[src/design/scurvePkg.sv]
`default_nettype none

package scurvePkg;

  ////////////////////
  // Widths that carry a meaning
  typedef logic [15:0]  dataWordT;   // USB stream word and count word
  typedef logic [9:0]   dacCodeT;    // Threshold DAC code
  typedef logic [5:0]   chanT;       // Channel index, 64 channels
  typedef logic [63:0]  chanMaskT;   // CTest injection, one bit per channel
  typedef logic [191:0] discriMaskT; // Three discriminator enables per channel

  ////////////////////
  // Stream word codes
  localparam dataWordT   HeaderWord    = 16'h5343; // ASCII "SC"
  localparam dataWordT   TailWord      = 16'hFF45;
  localparam logic [7:0] SingleChanTag = 8'h43;    // "C"
  localparam logic [7:0] AllChanTag    = 8'h63;    // "c"
  localparam logic [3:0] DacTag        = 4'hD;

  ////////////////////
  // Scan controller states
  typedef enum logic [4:0] {
    Idle,
    HeaderOut,
    ChanSetup,  ChanOut,    // Channel word and mask setup
    DacSetup,   DacOut,     // DAC word and code setup
    LoadConfig, WaitBusy,   WaitConfig, Settle,
    StartCount, WaitCount,
    DrainCheck, DrainGet,   DrainOut,   // Count words to USB
    NextDac,    NextChan,
    TailOut,    TailWait,
    DoneSet,    DoneHold
  } ctrlStateT;

endpackage

`default_nettype wire

[src/design/triggerCounter.sv]
`default_nettype none

module triggerCounter import scurvePkg::*; #(
  parameter logic [15:0] CountWindow = 16'd10000
) (
  input  logic     Clk,
  input  logic     reset_n,
  input  logic     countStart,
  input  logic     trigger,
  output logic     fifoWrite,
  output dataWordT fifoData,
  output logic     countDone
);

  logic        windowActive;
  dataWordT    eventCount;
  logic [15:0] sampleCount;  // Trigger samples taken so far

  dataWordT    baseCount;
  logic [15:0] baseSamples;
  dataWordT    nextCount;
  logic        lastSample;

  ////////////////////
  // Next sample
  // The start edge is already the first sample of the window
  always_comb begin
    baseCount   = countStart ? '0 : eventCount;
    baseSamples = countStart ? '0 : sampleCount;
    if (trigger && (baseCount != 16'hFFFF)) begin
      nextCount = baseCount + 16'd1;
    end else begin
      nextCount = baseCount;  // Saturate at full scale
    end
    lastSample = (baseSamples == CountWindow - 16'd1);
  end

  always_ff @(posedge Clk or negedge reset_n) begin
    if (!reset_n) begin
      windowActive <= 1'b0;
      eventCount   <= '0;
      sampleCount  <= '0;
      fifoWrite    <= 1'b0;
      countDone    <= 1'b0;
    end else begin
      fifoWrite <= 1'b0;
      countDone <= fifoWrite;  // One cycle after the word went in
      if (countStart || windowActive) begin
        eventCount  <= nextCount;
        sampleCount <= baseSamples + 16'd1;
        if (lastSample) begin
          windowActive <= 1'b0;
          fifoWrite    <= 1'b1;
        end else begin
          windowActive <= 1'b1;
        end
      end
    end
  end

  // Count stays put until the next window is armed
  assign fifoData = eventCount;

endmodule

`default_nettype wire

[src/design/countFifo.sv]
`default_nettype none

module countFifo import scurvePkg::*; #(
  parameter int FifoDepth = 4
) (
  input  logic     Clk,
  input  logic     reset_n,
  input  logic     fifoWrite,
  input  dataWordT fifoWriteData,
  input  logic     fifoRead,
  output dataWordT fifoReadData,
  output logic     fifoEmpty
);

  localparam int PtrWidth = $clog2(FifoDepth);

  typedef logic [PtrWidth-1:0] ptrT;
  typedef logic [PtrWidth:0]   fillT;

  dataWordT mem [FifoDepth];
  ptrT      wrPtr;
  ptrT      rdPtr;
  fillT     fillCount;
  logic     fifoFull;
  logic     doWrite;
  logic     doRead;

  assign fifoFull  = (fillCount == fillT'(FifoDepth));
  assign fifoEmpty = (fillCount == '0);
  assign doWrite   = fifoWrite && !fifoFull;
  assign doRead    = fifoRead && !fifoEmpty;

  assign fifoReadData = mem[rdPtr];  // Oldest word, first word fall-through

  always_ff @(posedge Clk) begin
    if (doWrite) begin
      mem[wrPtr] <= fifoWriteData;
    end
  end

  always_ff @(posedge Clk or negedge reset_n) begin
    if (!reset_n) begin
      wrPtr     <= '0;
      rdPtr     <= '0;
      fillCount <= '0;
    end else begin
      if (doWrite) begin
        wrPtr <= wrPtr + ptrT'(1);  // Wraps, depth is a power of two
      end
      if (doRead) begin
        rdPtr <= rdPtr + ptrT'(1);
      end
      if (doWrite && !doRead) begin
        fillCount <= fillCount + fillT'(1);
      end else if (doRead && !doWrite) begin
        fillCount <= fillCount - fillT'(1);
      end
    end
  end

endmodule

`default_nettype wire

[src/design/scurveControl.sv]
`default_nettype none

module scurveControl import scurvePkg::*; #(
  parameter dacCodeT     LastDac      = 10'd1023,
  parameter logic [15:0] SettleCycles = 16'd40000
) (
  input  logic       Clk,
  input  logic       reset_n,
  input  logic       testStart,
  input  logic       singleMode,
  input  chanT       singleChan,
  input  logic       ctestInject,
  input  logic       configDone,
  input  logic       countDone,
  input  logic       fifoEmpty,
  input  dataWordT   fifoData,
  input  logic       usbFull,
  input  logic       transmitDone,
  output logic       countStart,
  output logic       fifoRead,
  output chanMaskT   ctestChan,
  output dacCodeT    dacCode,
  output discriMaskT discriMask,
  output logic       scLoad,
  output logic       forceRaz,
  output dataWordT   usbData,
  output logic       usbWrite,
  output logic       testDone
);

  localparam discriMaskT ChanDiscriBits = discriMaskT'(3'b111);
  localparam chanMaskT   ChanCtestBit   = chanMaskT'(1);

  ctrlStateT   state;
  chanT        testChan;    // Channel under test
  logic        scanSingle;  // Mode taken at start of scan
  dacCodeT     dacStep;
  logic [15:0] settleCnt;
  logic [3:0]  tailCnt;
  logic [7:0]  maskShift;

  assign maskShift = {2'b00, testChan} * 8'd3;  // Three bits per channel

  // Chip shifts the DAC code in LSB first
  function automatic dacCodeT reverseBits(input dacCodeT code);
    dacCodeT flipped;
    for (int i = 0; i < $bits(dacCodeT); i++) begin
      flipped[i] = code[$bits(dacCodeT) - 1 - i];
    end
    return flipped;
  endfunction

  always_ff @(posedge Clk or negedge reset_n) begin
    if (!reset_n) begin
      state      <= Idle;
      testChan   <= '0;
      scanSingle <= 1'b0;
      dacStep    <= '0;
      settleCnt  <= '0;
      tailCnt    <= '0;
      countStart <= 1'b0;
      fifoRead   <= 1'b0;
      ctestChan  <= '0;
      dacCode    <= '0;
      discriMask <= '1;  // All discriminators enabled
      scLoad     <= 1'b0;
      forceRaz   <= 1'b0;
      usbData    <= '0;
      usbWrite   <= 1'b0;
      testDone   <= 1'b0;
    end else begin
      case (state)
        Idle: begin
          testDone <= 1'b0;
          if (testStart) begin
            usbData    <= HeaderWord;
            scanSingle <= singleMode;
            testChan   <= singleMode ? singleChan : '0;
            dacStep    <= '0;
            state      <= HeaderOut;
          end
        end
        HeaderOut: begin
          usbWrite <= 1'b1;
          state    <= ChanSetup;
        end

        ////////////////////
        // Per channel
        ChanSetup: begin
          usbWrite   <= 1'b0;
          usbData    <= {(scanSingle ? SingleChanTag : AllChanTag), 2'b00, testChan};
          discriMask <= ChanDiscriBits << maskShift;
          ctestChan  <= ctestInject ? (ChanCtestBit << testChan) : '0;
          state      <= ChanOut;
        end
        ChanOut: begin
          usbWrite <= 1'b1;
          state    <= DacSetup;
        end

        ////////////////////
        // Per DAC step
        DacSetup: begin
          usbWrite <= 1'b0;
          dacCode  <= reverseBits(dacStep);
          usbData  <= {DacTag, 2'b00, dacStep};  // Stream keeps natural order
          state    <= DacOut;
        end
        DacOut: begin
          usbWrite <= 1'b1;
          state    <= LoadConfig;
        end
        LoadConfig: begin
          usbWrite <= 1'b0;
          scLoad   <= 1'b1;
          forceRaz <= 1'b1;  // Hold discriminators in reset while loading
          state    <= WaitBusy;
        end
        WaitBusy: begin
          scLoad <= 1'b0;
          if (configDone) begin
            state <= WaitConfig;
          end
        end
        WaitConfig: begin
          if (!configDone) begin
            settleCnt <= '0;
            state     <= Settle;
          end
        end
        Settle: begin
          if (settleCnt == SettleCycles - 16'd1) begin
            forceRaz <= 1'b0;
            state    <= StartCount;
          end else begin
            settleCnt <= settleCnt + 16'd1;
          end
        end
        StartCount: begin
          countStart <= 1'b1;
          state      <= WaitCount;
        end
        WaitCount: begin
          countStart <= 1'b0;
          if (countDone) begin
            state <= DrainCheck;
          end
        end

        ////////////////////
        // Count words to USB
        DrainCheck: begin
          usbWrite <= 1'b0;
          if (fifoEmpty) begin
            state <= NextDac;
          end else begin
            fifoRead <= 1'b1;
            state    <= DrainGet;
          end
        end
        DrainGet: begin
          fifoRead <= 1'b0;
          usbData  <= fifoData;  // Word at head, popped on this edge
          state    <= DrainOut;
        end
        DrainOut: begin
          if (!usbFull) begin  // Hold the word while USB FIFO is full
            usbWrite <= 1'b1;
            state    <= DrainCheck;
          end
        end
        NextDac: begin
          if (dacStep == LastDac) begin
            dacStep <= '0;
            state   <= NextChan;
          end else begin
            dacStep <= dacStep + 10'd1;
            state   <= DacSetup;
          end
        end
        NextChan: begin
          if (scanSingle || (testChan == 6'd63)) begin
            usbData <= TailWord;
            state   <= TailOut;
          end else begin
            testChan <= testChan + 6'd1;
            state    <= ChanSetup;
          end
        end

        ////////////////////
        // Tail and completion
        TailOut: begin
          usbWrite <= 1'b1;
          tailCnt  <= '0;
          state    <= TailWait;
        end
        TailWait: begin
          usbWrite <= 1'b0;
          if (tailCnt == 4'd15) begin
            state <= DoneSet;
          end else begin
            tailCnt <= tailCnt + 4'd1;
          end
        end
        DoneSet: begin
          testDone <= 1'b1;
          state    <= DoneHold;
        end
        DoneHold: begin
          if (transmitDone) begin  // Host has the data
            testDone <= 1'b0;
            state    <= Idle;
          end
        end
        default: state <= Idle;
      endcase
    end
  end

endmodule

`default_nettype wire

[src/design/scurveTop.sv]
`default_nettype none

module scurveTop import scurvePkg::*; #(
  parameter dacCodeT     LastDac      = 10'd1023,
  parameter logic [15:0] SettleCycles = 16'd40000,
  parameter logic [15:0] CountWindow  = 16'd10000,
  parameter int          FifoDepth    = 4
) (
  input  logic       Clk,
  input  logic       reset_n,
  // Host control
  input  logic       testStart,
  input  logic       singleMode,
  input  chanT       singleChan,
  input  logic       ctestInject,
  input  logic       transmitDone,
  output logic       testDone,
  // Chip side
  input  logic       configDone,
  input  logic       trigger,
  output chanMaskT   ctestChan,
  output dacCodeT    dacCode,
  output discriMaskT discriMask,
  output logic       scLoad,
  output logic       forceRaz,
  // USB FIFO write port
  input  logic       usbFull,
  output dataWordT   usbData,
  output logic       usbWrite
);

  logic     countStart;
  logic     countDone;
  logic     fifoWrite;
  dataWordT countWord;   // Counter into FIFO
  logic     fifoRead;
  logic     fifoEmpty;
  dataWordT fifoData;    // FIFO head to controller

  ////////////////////
  // Producer
  triggerCounter #(
    .CountWindow (CountWindow)
  ) counter0 (
    .Clk        (Clk),
    .reset_n    (reset_n),
    .countStart (countStart),
    .trigger    (trigger),
    .fifoWrite  (fifoWrite),
    .fifoData   (countWord),
    .countDone  (countDone)
  );

  countFifo #(
    .FifoDepth (FifoDepth)
  ) fifo0 (
    .Clk           (Clk),
    .reset_n       (reset_n),
    .fifoWrite     (fifoWrite),
    .fifoWriteData (countWord),
    .fifoRead      (fifoRead),
    .fifoReadData  (fifoData),
    .fifoEmpty     (fifoEmpty)
  );

  ////////////////////
  // Consumer
  scurveControl #(
    .LastDac      (LastDac),
    .SettleCycles (SettleCycles)
  ) control0 (
    .Clk          (Clk),
    .reset_n      (reset_n),
    .testStart    (testStart),
    .singleMode   (singleMode),
    .singleChan   (singleChan),
    .ctestInject  (ctestInject),
    .configDone   (configDone),
    .countDone    (countDone),
    .fifoEmpty    (fifoEmpty),
    .fifoData     (fifoData),
    .usbFull      (usbFull),
    .transmitDone (transmitDone),
    .countStart   (countStart),
    .fifoRead     (fifoRead),
    .ctestChan    (ctestChan),
    .dacCode      (dacCode),
    .discriMask   (discriMask),
    .scLoad       (scLoad),
    .forceRaz     (forceRaz),
    .usbData      (usbData),
    .usbWrite     (usbWrite),
    .testDone     (testDone)
  );

endmodule

`default_nettype wire

[config.mk]
export PLATFORM = sky130hd
export DESIGN_NAME = scurveTop
export DESIGN_NICKNAME = d
export VERILOG_FILES = /design/src/design/scurvePkg.sv /design/src/design/triggerCounter.sv /design/src/design/countFifo.sv /design/src/design/scurveControl.sv /design/src/design/scurveTop.sv
export SDC_FILE = /design/constraint.sdc
export NUM_CORES = 1
export LEC_CHECK = 0
export BUFFER_PORTS_ARGS = -buffer_cell sky130_fd_sc_hd__buf_2
export CAP_MARGIN = 25
export CELL_PAD_IN_SITES_DETAIL_PLACEMENT = 1
export CELL_PAD_IN_SITES_GLOBAL_PLACEMENT = 1
export CORE_UTILIZATION = 39
export CTS_CLUSTER_DIAMETER = 100
export DETAILED_ROUTE_END_ITERATION = 10
export PLACE_DENSITY_LB_ADDON = 0.1
export RECOVER_POWER = 25
export SLEW_MARGIN = 0
export SYNTH_ARGS = -nofsm -noshare
export SYNTH_HDL_FRONTEND = slang
export SYNTH_SLANG_ARGS = --single-unit
[constraint.sdc]
create_clock -name Clk -period 2.57 [get_ports Clk]
set_clock_uncertainty 0.05 [all_clocks]
set_input_delay 0.257 -clock Clk [delete_from_list [all_inputs] [get_ports Clk]]
set_output_delay 0.257 -clock Clk [all_outputs]
set_load 0.03 [all_outputs]
==> flow_metrics.tcl, run 1 <==
set metrics [dict create \
    status "finished, final reports clean" \
    synth_nets 1296 \
    critical_path_class "reg -> reg" \
    combPwrFrac_pct 34.6 \
    first_global_vias 10900 \
    grt_start_max_net_pins 88 \
    switching_share_pct 39.7 \
    die_width_um 194 \
    hp-start "singleChan[0]" \
    route.detailed.drc 0 \
    avgViaCountPerCell 5.31 \
    start_kind "flip-flop" \
    ys.warnings.count 0 \
    num_vias 10400 \
    hold_path.class "in -> reg" \
    worst_pin_slew_ns 1.36 \
    critPathArrivalTime_ns 2.72 \
    synth-main-ff-cell "dfrtp_1" \
    finalWirelength_um 40100 \
    synth_edf_count 64 \
    worst_path_largest_cell_delay_ns 0.47 \
    numCtsBuffers 36 \
    port_buffers 300 \
    ant_nets 0 \
    htree_levels 2 \
    fp.dieH_um 194 \
    path_buf_inv 1 \
    grt_setup_unrepaired "no" \
    synth_top_area_share_pct 31.4 \
    first_pass_iters 4 \
    whs_endpoint "control0.testChan[0]$_DFFE_PN0P_" \
    antenna_found_initial 3 \
    min_period_ns 2.36 \
    final_nets 1511 \
    clock-root-buffer "clkbuf_16" \
    cp_slowest_cell "dfrtp_1" \
    grt_pass1_wl_um 63900 \
    slew_headroom_pct 9.21 \
    final.period_utilization_pct 91.8 \
    synth_seq_cells 308 \
    dr.first_iter.drc_count 532 \
    drive_gt1_share_pct 34.9 \
    setup_violations 0 \
    synthArstFlopShare_pct 79.2 \
    mostFrequentLayoutCell "buf_2" \
    yosysTopAreaCell "dfrtp_1" \
    p_leak_uw 0.00771 \
    worstPathRequired_ns 2.93 \
    powerDensity_nw_per_um2 1070 \
    gr-usage-all-layers_pct 21.5 \
    cts_tree "done" \
    netSwitchingPower_uw 7210 \
    worstPathCellList "nor2b_1 > ha_1 > nand3_1 > nor3_1 > buf_4 > a31oi_1 > nand2_1 > mux2_2" \
    clockPowerShare_pct 28.0 \
    cts_sinks 308 \
    seqPwrFrac_pct 37.4 \
    worstHoldPathCells 3 \
    area_growth_pct 18.3 \
    num_rows 69 \
    start_util_pct 40.0 \
    fmax_ghz 0.424 \
    r2r_slack_ns 0.21 \
    cts_setup_buffers 0 \
    cp_max_fo 7 \
    ys_seq_area_share_pct 56.6 \
    endpoint_kind "flip-flop" \
    syn_area_per_cell_um2 11.3 \
    wl_per_cell_um 20.4 \
    netlist-cell-type-count 75 \
    power.internal_uw 10900 \
    io_pins 301 \
    grt-ovfl-total 0 \
    dieArea_um2 37500 \
    rr_worst_depth 8 \
    synth_area_um2 14300 \
    clk_pin_slew_worst_paths_ns 0.06 \
    setup_tns_ns 0 \
    multi_input_area_um2 4930 \
    peakVddDrop_v 0.000581 \
    cts_resized 0 \
    gp_congestion 0.801 \
    antennaDiodeCount 0 \
    final_cell_mix "buf_2, dfrtp_1, nand2_1" \
    cts_buffer_depth 3 \
    drv_slew 0 \
    placedInstanceArea_um2 15800 \
    postSynthCellCount 1264 \
    hpwl_um 28300 \
    synth_area_leaders "dfrtp_1, edfxtp_1, dfstp_2" \
    hold_violations 0 \
    clkLatencyLatePin_ns 0.53 \
    holdWs_ns 0.0437 \
    maxCapViolCount 0 \
    seq_area_um2 8110 \
    final_cell_area_um2 16900 \
    core_um2 35800 \
    critPathTopFamily "simple AND/OR/NAND/NOR gates" \
    worstReg2RegStart "counter0.fifoData[1]$_DFFE_PN0N_" \
    fillerInstances 3915 \
    r2r-end "counter0.fifoData[5]$_DFFE_PN0N_" \
]
[power by group through the flow]
stage | registers, µW | clock network, µW | logic (µW)
after floorplan | 7670 | 0 | 3680
after global placement | 6850 | 0 | 6240
after detailed placement | 6890 | 0 | 6340
after CTS | 6800 | 5220 | 6370
after global routing | 6940 | 5380 | 6730
final | 6790 | 5070 | 6270
[worst reg2reg max path: stages, from the launching register on]
cell	delay (ns)
dfrtp_1	0.47
nor2b_1	0.25
ha_1	0.23
nand3_1	0.18
nor3_1	0.23
buf_4	0.17
a31oi_1	0.18
nand2_1	0.14
mux2_2	0.34
[layer usage]
layer	part of all wire [%]	up-vias	global-route usage, %
met4	1.8	6	5.33
met2	52	233	38.7
met3	4.2	56	3.34
met5	0.085	-	0
met1	42	5315	26.9
li1	-	4836	-
[synth_stat cells, drive strengths merged (3+ instances only)]
master	instances
and4	5
a2bb2oi	3
dfrtp	180
and2	12
or4	6
a222oi	3
a22o	91
nand4b	3
and3	8
mux4	16
nand2b	6
a21o	4
o21ai	80
nor2b	20
nand4	14
a31oi	11
ha	16
or3	7
nand3	46
o31ai	3
nand2	134
nor4	16
o22a	7
nor2	79
o211ai	8
xor2	12
mux2	12
buf	152
nand3b	6
o21ba	3
edfxtp	64
nor3	22
clkbuf	40
xnor2	29
inv	20
dfstp	64
nor3b	5
a21oi	25
a311oi	4
[state kept, by name, indices dropped and copies added, names as in the netlist, 2 cells and up]
signal and flops:
control0.ctestChan 64, control0.discriMask 64, fifo0.mem 64, control0.settleCnt 16, control0.usbData 16, counter0.fifoData 16, counter0.sampleCount 16, control0.dacCode 10
control0.dacStep 10, control0.testChan 6, control0.state 5, control0.tailCnt 4, fifo0.fillCount 3, fifo0.rdPtr 2, fifo0.wrPtr 2
[through the flow]
stage / cells / total power, µW / setup slack, ns / util (%)
finish: 1966 / 18100 / 0.210 / 47.3
global route: 1966 / 19100 / 0.0439 / 47.3
CTS: 1966 / 18400 / 0.237 / 47.3
detailed placement: 1898 / 13200 / 0.252 / 44.0
global placement: 1898 / 13100 / 0.291 / 44.0
floorplan: 1264 / 11400 / 0.182 / -
[how the worst max path moves through the flow]
stage	endpoint	cells past startpoint	startpoint	slack (ns)
after CTS	counter0.fifoData[5]$_DFFE_PN0N_	8	counter0.fifoData[1]$_DFFE_PN0N_	0.24
after global placement	control0.usbData[15]$_DFFE_PN0P_	4	control0.state[3]$_DFFE_PN0P_	0.29
after floorplan	counter0.fifoData[5]$_DFFE_PN0N_	8	control0.countStart$_DFFE_PN0P_	0.18
after detailed placement	control0.usbData[15]$_DFFE_PN0P_	4	control0.state[3]$_DFFE_PN0P_	0.25
final	counter0.fifoData[5]$_DFFE_PN0N_	8	counter0.fifoData[1]$_DFFE_PN0N_	0.21
after global routing	counter0.fifoData[5]$_DFFE_PN0N_	8	counter0.fifoData[1]$_DFFE_PN0N_	0.04
[kinds of logic (layout without fill, tap and decap cells)]
kind of cell               count (synthesis)  after routing  share of synthesized area, %
AOI/OAI and AO/OA                        263            263                          13.1
xor gates and xnor gates                  41             41                          2.51
adders and majority gates                 18             18                          1.61
buffers and inverters                    212            453                          9.03
DFF                                      308            308                          56.6
muxes                                     29             29                          3.53
and+or+nand+nor                          393            393                          13.6
[area by class of cell]
cell class,instances,area share (%)
multi-input combinational,744,29.1
inverter,20,0.443
sequential,308,47.8
clock buffer,57,6.32
clock inverter,7,0.591
timing repair buffer,369,12.3
tap,461,3.40
[repair_timing]
item | 4_1_cts | 5_1_grt
setup endpoints to repair | 0 | 0
hold buffers | 4 | 0
hold endpoints to repair | 44 | 0
No activity file was read; power rests on OpenSTA's default activity.
==> run 2, diff against run 1 <==
BUFFER_PORTS_ARGS = -buffer_cell sky130_fd_sc_hd__buf_4   (was -buffer_cell sky130_fd_sc_hd__buf_2)
==> run 2 against run 1 <==
Combinational power is 9.6% higher. Die area stayed put. Worst setup slack better by 0.060 ns. The flow now finishes with violations (capacitance limit, slew limit). Critical path depth is 2 lower. Critical path type unchanged. Largest power group is now combinational cells. Via count is 0.74% higher.
==> flow_metrics.tcl, run 2 (synthesis gave the netlist of run 1 again) <==
set metrics [dict create \
    num_vias 10500 \
    netSwitchingPower_uw 7230 \
    start_util_pct 40.0 \
    min_period_ns 2.30 \
    num_rows 69 \
    power.internal_uw 11400 \
    htree_levels 2 \
    worstHoldPathCells 3 \
    drive_gt1_share_pct 35.2 \
    path_buf_inv 1 \
    clockPowerShare_pct 26.8 \
    endpoint_kind "flip-flop" \
    fillerInstances 3916 \
    cts_sinks 308 \
    fmax_ghz 0.435 \
    status "complete, but fails checks" \
    cts_setup_buffers 0 \
    grt-ovfl-total 0 \
    worstPathRequired_ns 2.91 \
    dieArea_um2 37500 \
    port_buffers 300 \
    hp-start "singleChan[2]" \
    drv_slew 67 \
    clock-root-buffer "clkbuf_16" \
    ant_nets 0 \
    fin_cells 1968 \
    final_cell_area_um2 17700 \
    maxCapViolCount 1 \
    hpwl_um 29100 \
    combPwrFrac_pct 36.8 \
    wl_per_cell_um 20.5 \
    final.period_utilization_pct 89.5 \
    worstPathCellList "buf_4 > or4_4 > nor3_2 > a21o_1 > o21ai_0 > a22o_1" \
    rr_worst_depth 6 \
    dr.first_iter.drc_count 419 \
    peakVddDrop_v 0.000609 \
    clk_pin_slew_worst_paths_ns 0.06 \
    whs_endpoint "control0.testChan[2]$_DFFE_PN0P_" \
    clkLatencyLatePin_ns 0.51 \
    cp_max_fo 8 \
    die_width_um 194 \
    core_um2 35800 \
    numCtsBuffers 36 \
    slew_headroom_pct -32.0 \
    cts_resized 0 \
    gp_congestion 0.818 \
    fp.dieH_um 194 \
    area_growth_pct 23.5 \
    worst_pin_slew_ns 1.98 \
    first_global_vias 10700 \
    cp_slowest_cell "or4_4" \
    hold_path.class "in -> reg" \
    gr-usage-all-layers_pct 21.5 \
    worstReg2RegStart "control0.state[0]$_DFFE_PN0P_" \
    cp.depth 6 \
    final_nets 1513 \
    r2r-end "control0.testChan[4]$_DFFE_PN0P_" \
    dp.cells 1902 \
    cts_buffer_depth 3 \
    switching_share_pct 38.7 \
    hold_violations 0 \
    worst_path_largest_cell_delay_ns 0.50 \
    finalWirelength_um 40300 \
    seqPwrFrac_pct 36.4 \
    mostFrequentLayoutCell "buf_4" \
    top_regs "control0.ctestChan x64, control0.discriMask x64, fifo0.mem x64" \
    critPathArrivalTime_ns 2.64 \
    placedInstanceArea_um2 16500 \
    p_leak_uw 0.00773 \
    total_power_uw 18700 \
    grt_pass1_wl_um 64000 \
    critical_path_class "reg -> reg" \
    setup_violations 0 \
    antenna_found_initial 2 \
    route.detailed.drc 0 \
    critPathTopFamily "simple AND/OR/NAND/NOR gates" \
    avgViaCountPerCell 5.35 \
    fin_util_pct 49.4 \
    cts_tree "done" \
    powerDensity_nw_per_um2 1060 \
    grt_setup_unrepaired "no" \
    io_pins 301 \
    setup_tns_ns 0 \
    start_kind "flip-flop" \
    grt_start_max_net_pins 76 \
    failed_checks "capacitance limit, slew limit" \
    r2r_slack_ns 0.27 \
    first_pass_iters 4 \
    final_cell_mix "buf_4, dfrtp_1, nand2_1" \
]
-- run 2: changes by cell type in the layout (fill, tap and decap cells not counted), moves of 2 or more --
cell | before | now
buf_4 | 59 | 360
clkbuf_1 | 14 | 9
clkinv_1 | 0 | 3
dlygate4sd3_1 | 4 | 2
clkinv_2 | 3 | 7
buf_2 | 299 | 0
-- run 2: repair_timing --
item | CTS | global route
endpoints found under the setup margin | 0 | 0
endpoints found under the hold margin | 47 | 0
hold buffers | 2 | 0
-- run 2: worst max-delay path by stage --
stage / start / end / slack, ns
after floorplan: control0.countStart$_DFFE_PN0P_ / counter0.fifoData[5]$_DFFE_PN0N_ / 0.18
final: control0.state[0]$_DFFE_PN0P_ / control0.testChan[4]$_DFFE_PN0P_ / 0.27
after global routing: control0.state[1]$_DFFE_PN0P_ / control0.dacStep[7]$_DFFE_PN0P_ / 0.04
after CTS: control0.state[1]$_DFFE_PN0P_ / control0.dacStep[7]$_DFFE_PN0P_ / 0.27
after global placement: control0.countStart$_DFFE_PN0P_ / counter0.fifoData[5]$_DFFE_PN0N_ / 0.36
after detailed placement: control0.countStart$_DFFE_PN0P_ / counter0.fifoData[5]$_DFFE_PN0N_ / 0.29
-- run 2: tightest hold or removal path, stage by stage --
cell and delay [ns]:
buf_4 0.08, a311oi_1 0.08, a21oi_1 0.11
-- run 2: cell type report --
class	count	area [µm²]	area share, %
clock inverters	12	106	0.601
multi-input cells	744	4930	27.9
inverters	20	75.1	0.424
flip-flops and latches	308	8110	45.8
repair buffers	371	2830	16.0
clock buffers	51	1060	5.99
diodes	1	2.50	0.0141
well taps	461	577	3.26
-- run 2: layer usage --
layer	global-route usage, %	up-vias	share of wire, %
li1	-	4858	-
met1	27.3	5351	42
met2	37.8	253	51
met3	3.81	59	4.6
met4	5.78	2	2.3
met5	0	-	0.020
-- run 2: power by group through the flow --
| stage | logic, µW | clock network, µW | registers [µW] |
|---|---|---|---|
| global route | 7340 | 5310 | 6930 |
| finish | 6870 | 5000 | 6800 |
| global placement | 6850 | 0 | 6850 |
| CTS | 6970 | 5150 | 6820 |
| detailed placement | 6930 | 0 | 6900 |
| floorplan | 3680 | 0 | 7670 |
-- run 2: metrics by stage --
step                setup WS (ns)  hold slack [ns]
floorplan                   0.182          -0.0886
global placement            0.363            0.222
detailed placement          0.294            0.241
CTS                         0.268          0.00267
global route               0.0370          0.00466
finish                      0.270           0.0211
==> run 3, diff against run 2 <==
CAP_MARGIN = unset   (was 25)
RECOVER_POWER = 50   (was 25)
==> run 3 against run 2 <==
The flow still finishes with violations (capacitance limit, slew limit). Final area fell by 2.9%. Critical path depth is the same. Sequential share of layout area is 1.4 points higher.
==> flow_metrics.tcl, run 3 (synthesis gave the netlist of run 1 again) <==
set metrics [dict create \
    io_pins 301 \
    antenna_found_initial 2 \
    start_kind "flip-flop" \
    fin_util_pct 47.9 \
    path_buf_inv 1 \
    area_growth_pct 19.9 \
    fp.dieH_um 194 \
    port_buffers 300 \
    core_um2 35800 \
    hold_violations 0 \
    setup_violations 0 \
    holdWs_ns 0.0211 \
    clock-root-buffer "clkbuf_16" \
    num_rows 69 \
    htree_levels 2 \
    hold_path.class "in -> reg" \
    avgViaCountPerCell 5.33 \
    die_width_um 194 \
    worst_pin_slew_ns 1.99 \
    hold_buffers 2 \
    critical_path_class "reg -> reg" \
    hpwl_um 29100 \
    num_vias 10500 \
    gr-usage-all-layers_pct 21.5 \
    dr.first_iter.drc_count 482 \
    first_global_vias 10700 \
    fmax_ghz 0.435 \
    powerDensity_nw_per_um2 1070 \
    critPathTopFamily "simple AND/OR/NAND/NOR gates" \
    cp_slowest_cell "nor2_1" \
    cts_buffer_depth 3 \
    drive_gt1_share_pct 26.2 \
    dieArea_um2 37500 \
    clk_pin_slew_worst_paths_ns 0.06 \
    final_nets 1513 \
    cp_max_fo 10 \
    cts_resized 0 \
    status "complete, but fails checks" \
    ant_nets 0 \
    gp_congestion 0.818 \
    final_cell_mix "buf_4, dfrtp_1, clkbuf_1" \
    worst_path_largest_cell_delay_ns 0.55 \
    critPathArrivalTime_ns 2.66 \
    mostFrequentLayoutCell "buf_4" \
    start_util_pct 40.0 \
    worstPathRequired_ns 2.93 \
    clkLatencyLatePin_ns 0.51 \
    final.period_utilization_pct 89.5 \
    wl_per_cell_um 20.5 \
    drv_slew 67 \
    numCtsBuffers 36 \
    worstPathCellList "nor2b_1 > buf_4 > nand2_1 > nor2_1 > o21ai_0 > a31oi_1" \
    grt_setup_unrepaired "no" \
    cts_sinks 308 \
    multi_input_area_um2 4930 \
    top_regs "control0.ctestChan x64, control0.discriMask x64, fifo0.mem x64" \
    cts_tree "done" \
    grt_start_max_net_pins 76 \
    cts_setup_buffers 0 \
    finalWirelength_um 40400 \
    maxCapViolCount 1 \
    setup_tns_ns 0 \
    seq_area_um2 8110 \
    p_leak_uw 0.00716 \
    peakVddDrop_v 0.000610 \
    first_pass_iters 4 \
    failed_checks "capacitance limit, slew limit" \
    grt_pass1_wl_um 64000 \
    slew_headroom_pct -32.8 \
    route.detailed.drc 0 \
    fillerInstances 3996 \
    min_period_ns 2.30 \
    grt-ovfl-total 0 \
    endpoint_kind "flip-flop" \
]
## run 3: cell types whose count changed in the layout (fill, tap and decap cells not counted)
cell,before,now
a21boi_1,1,0
clkbuf_1,9,144
a21boi_0,1,2
buf_4,360,225
## run 3: where the power goes
part | leakage, µW | internal (µW) | total (µW) | switching, µW
Sequential | 0.00356 | 5950 | 6780 | 836
Clock | 0.000581 | 3050 | 5000 | 1950
Combinational | 0.00302 | 2090 | 6530 | 4440
## run 3: worst min-delay path, cell delays in order
cell      delay (ns)
buf_4           0.08
a311oi_1        0.08
a21oi_1         0.11
## run 3: layer usage
metal | share of wire (%) | global-route usage (%) | routed length [µm]
met2 | 51 | 37.8 | 20600
met1 | 42 | 27.3 | 17100
met4 | 2.3 | 5.78 | 925
met5 | 0.020 | 0 | 8
met3 | 4.4 | 3.81 | 1790
## run 3: final timing paths
| kind | depth (start not counted) | from | slack (ns) | to |
|---|---|---|---|---|
| setup / recovery | 6 | control0.state[1]$_DFFE_PN0P_ | 0.27 | control0.dacStep[7]$_DFFE_PN0P_ |
| hold / removal | 3 | singleChan[2] | 0.02 | control0.testChan[2]$_DFFE_PN0P_ |
| setup reg to reg | 6 | control0.state[1]$_DFFE_PN0P_ | 0.27 | control0.dacStep[7]$_DFFE_PN0P_ |
| hold reg to reg | 0 | counter0.fifoWrite$_DFF_PN0_ | 0.32 | counter0.countDone$_DFF_PN0_ |
| max in group asynchronous | 3 | reset_n | 0.35 | control0.discriMask[29]$_DFFE_PN1N_ |
| min in group asynchronous | 2 | reset_n | 0.80 | control0.usbData[7]$_DFFE_PN0P_ |
## run 3: through the flow
stage               power, µW  instance area (µm²)  std cells  worst slack (ns)
floorplan               11400                14300       1264             0.182
global placement        13700                16500       1902             0.363
detailed placement      13800                16500       1902             0.294
CTS                     18900                17700       1967             0.268
global route            19200                17200       1968            0.0370
finish                  18300                17200       1968             0.271
## run 3: area by class of cell
type                       instances  share of cell area [%]
antenna                            1                  0.0146
clock buffer                      51                    6.16
clock inverter                    12                   0.619
inverter                          20                   0.437
multi-input combinational        744                    28.7
sequential                       308                    47.2
tap                              461                    3.36
timing repair buffer             371                    13.5
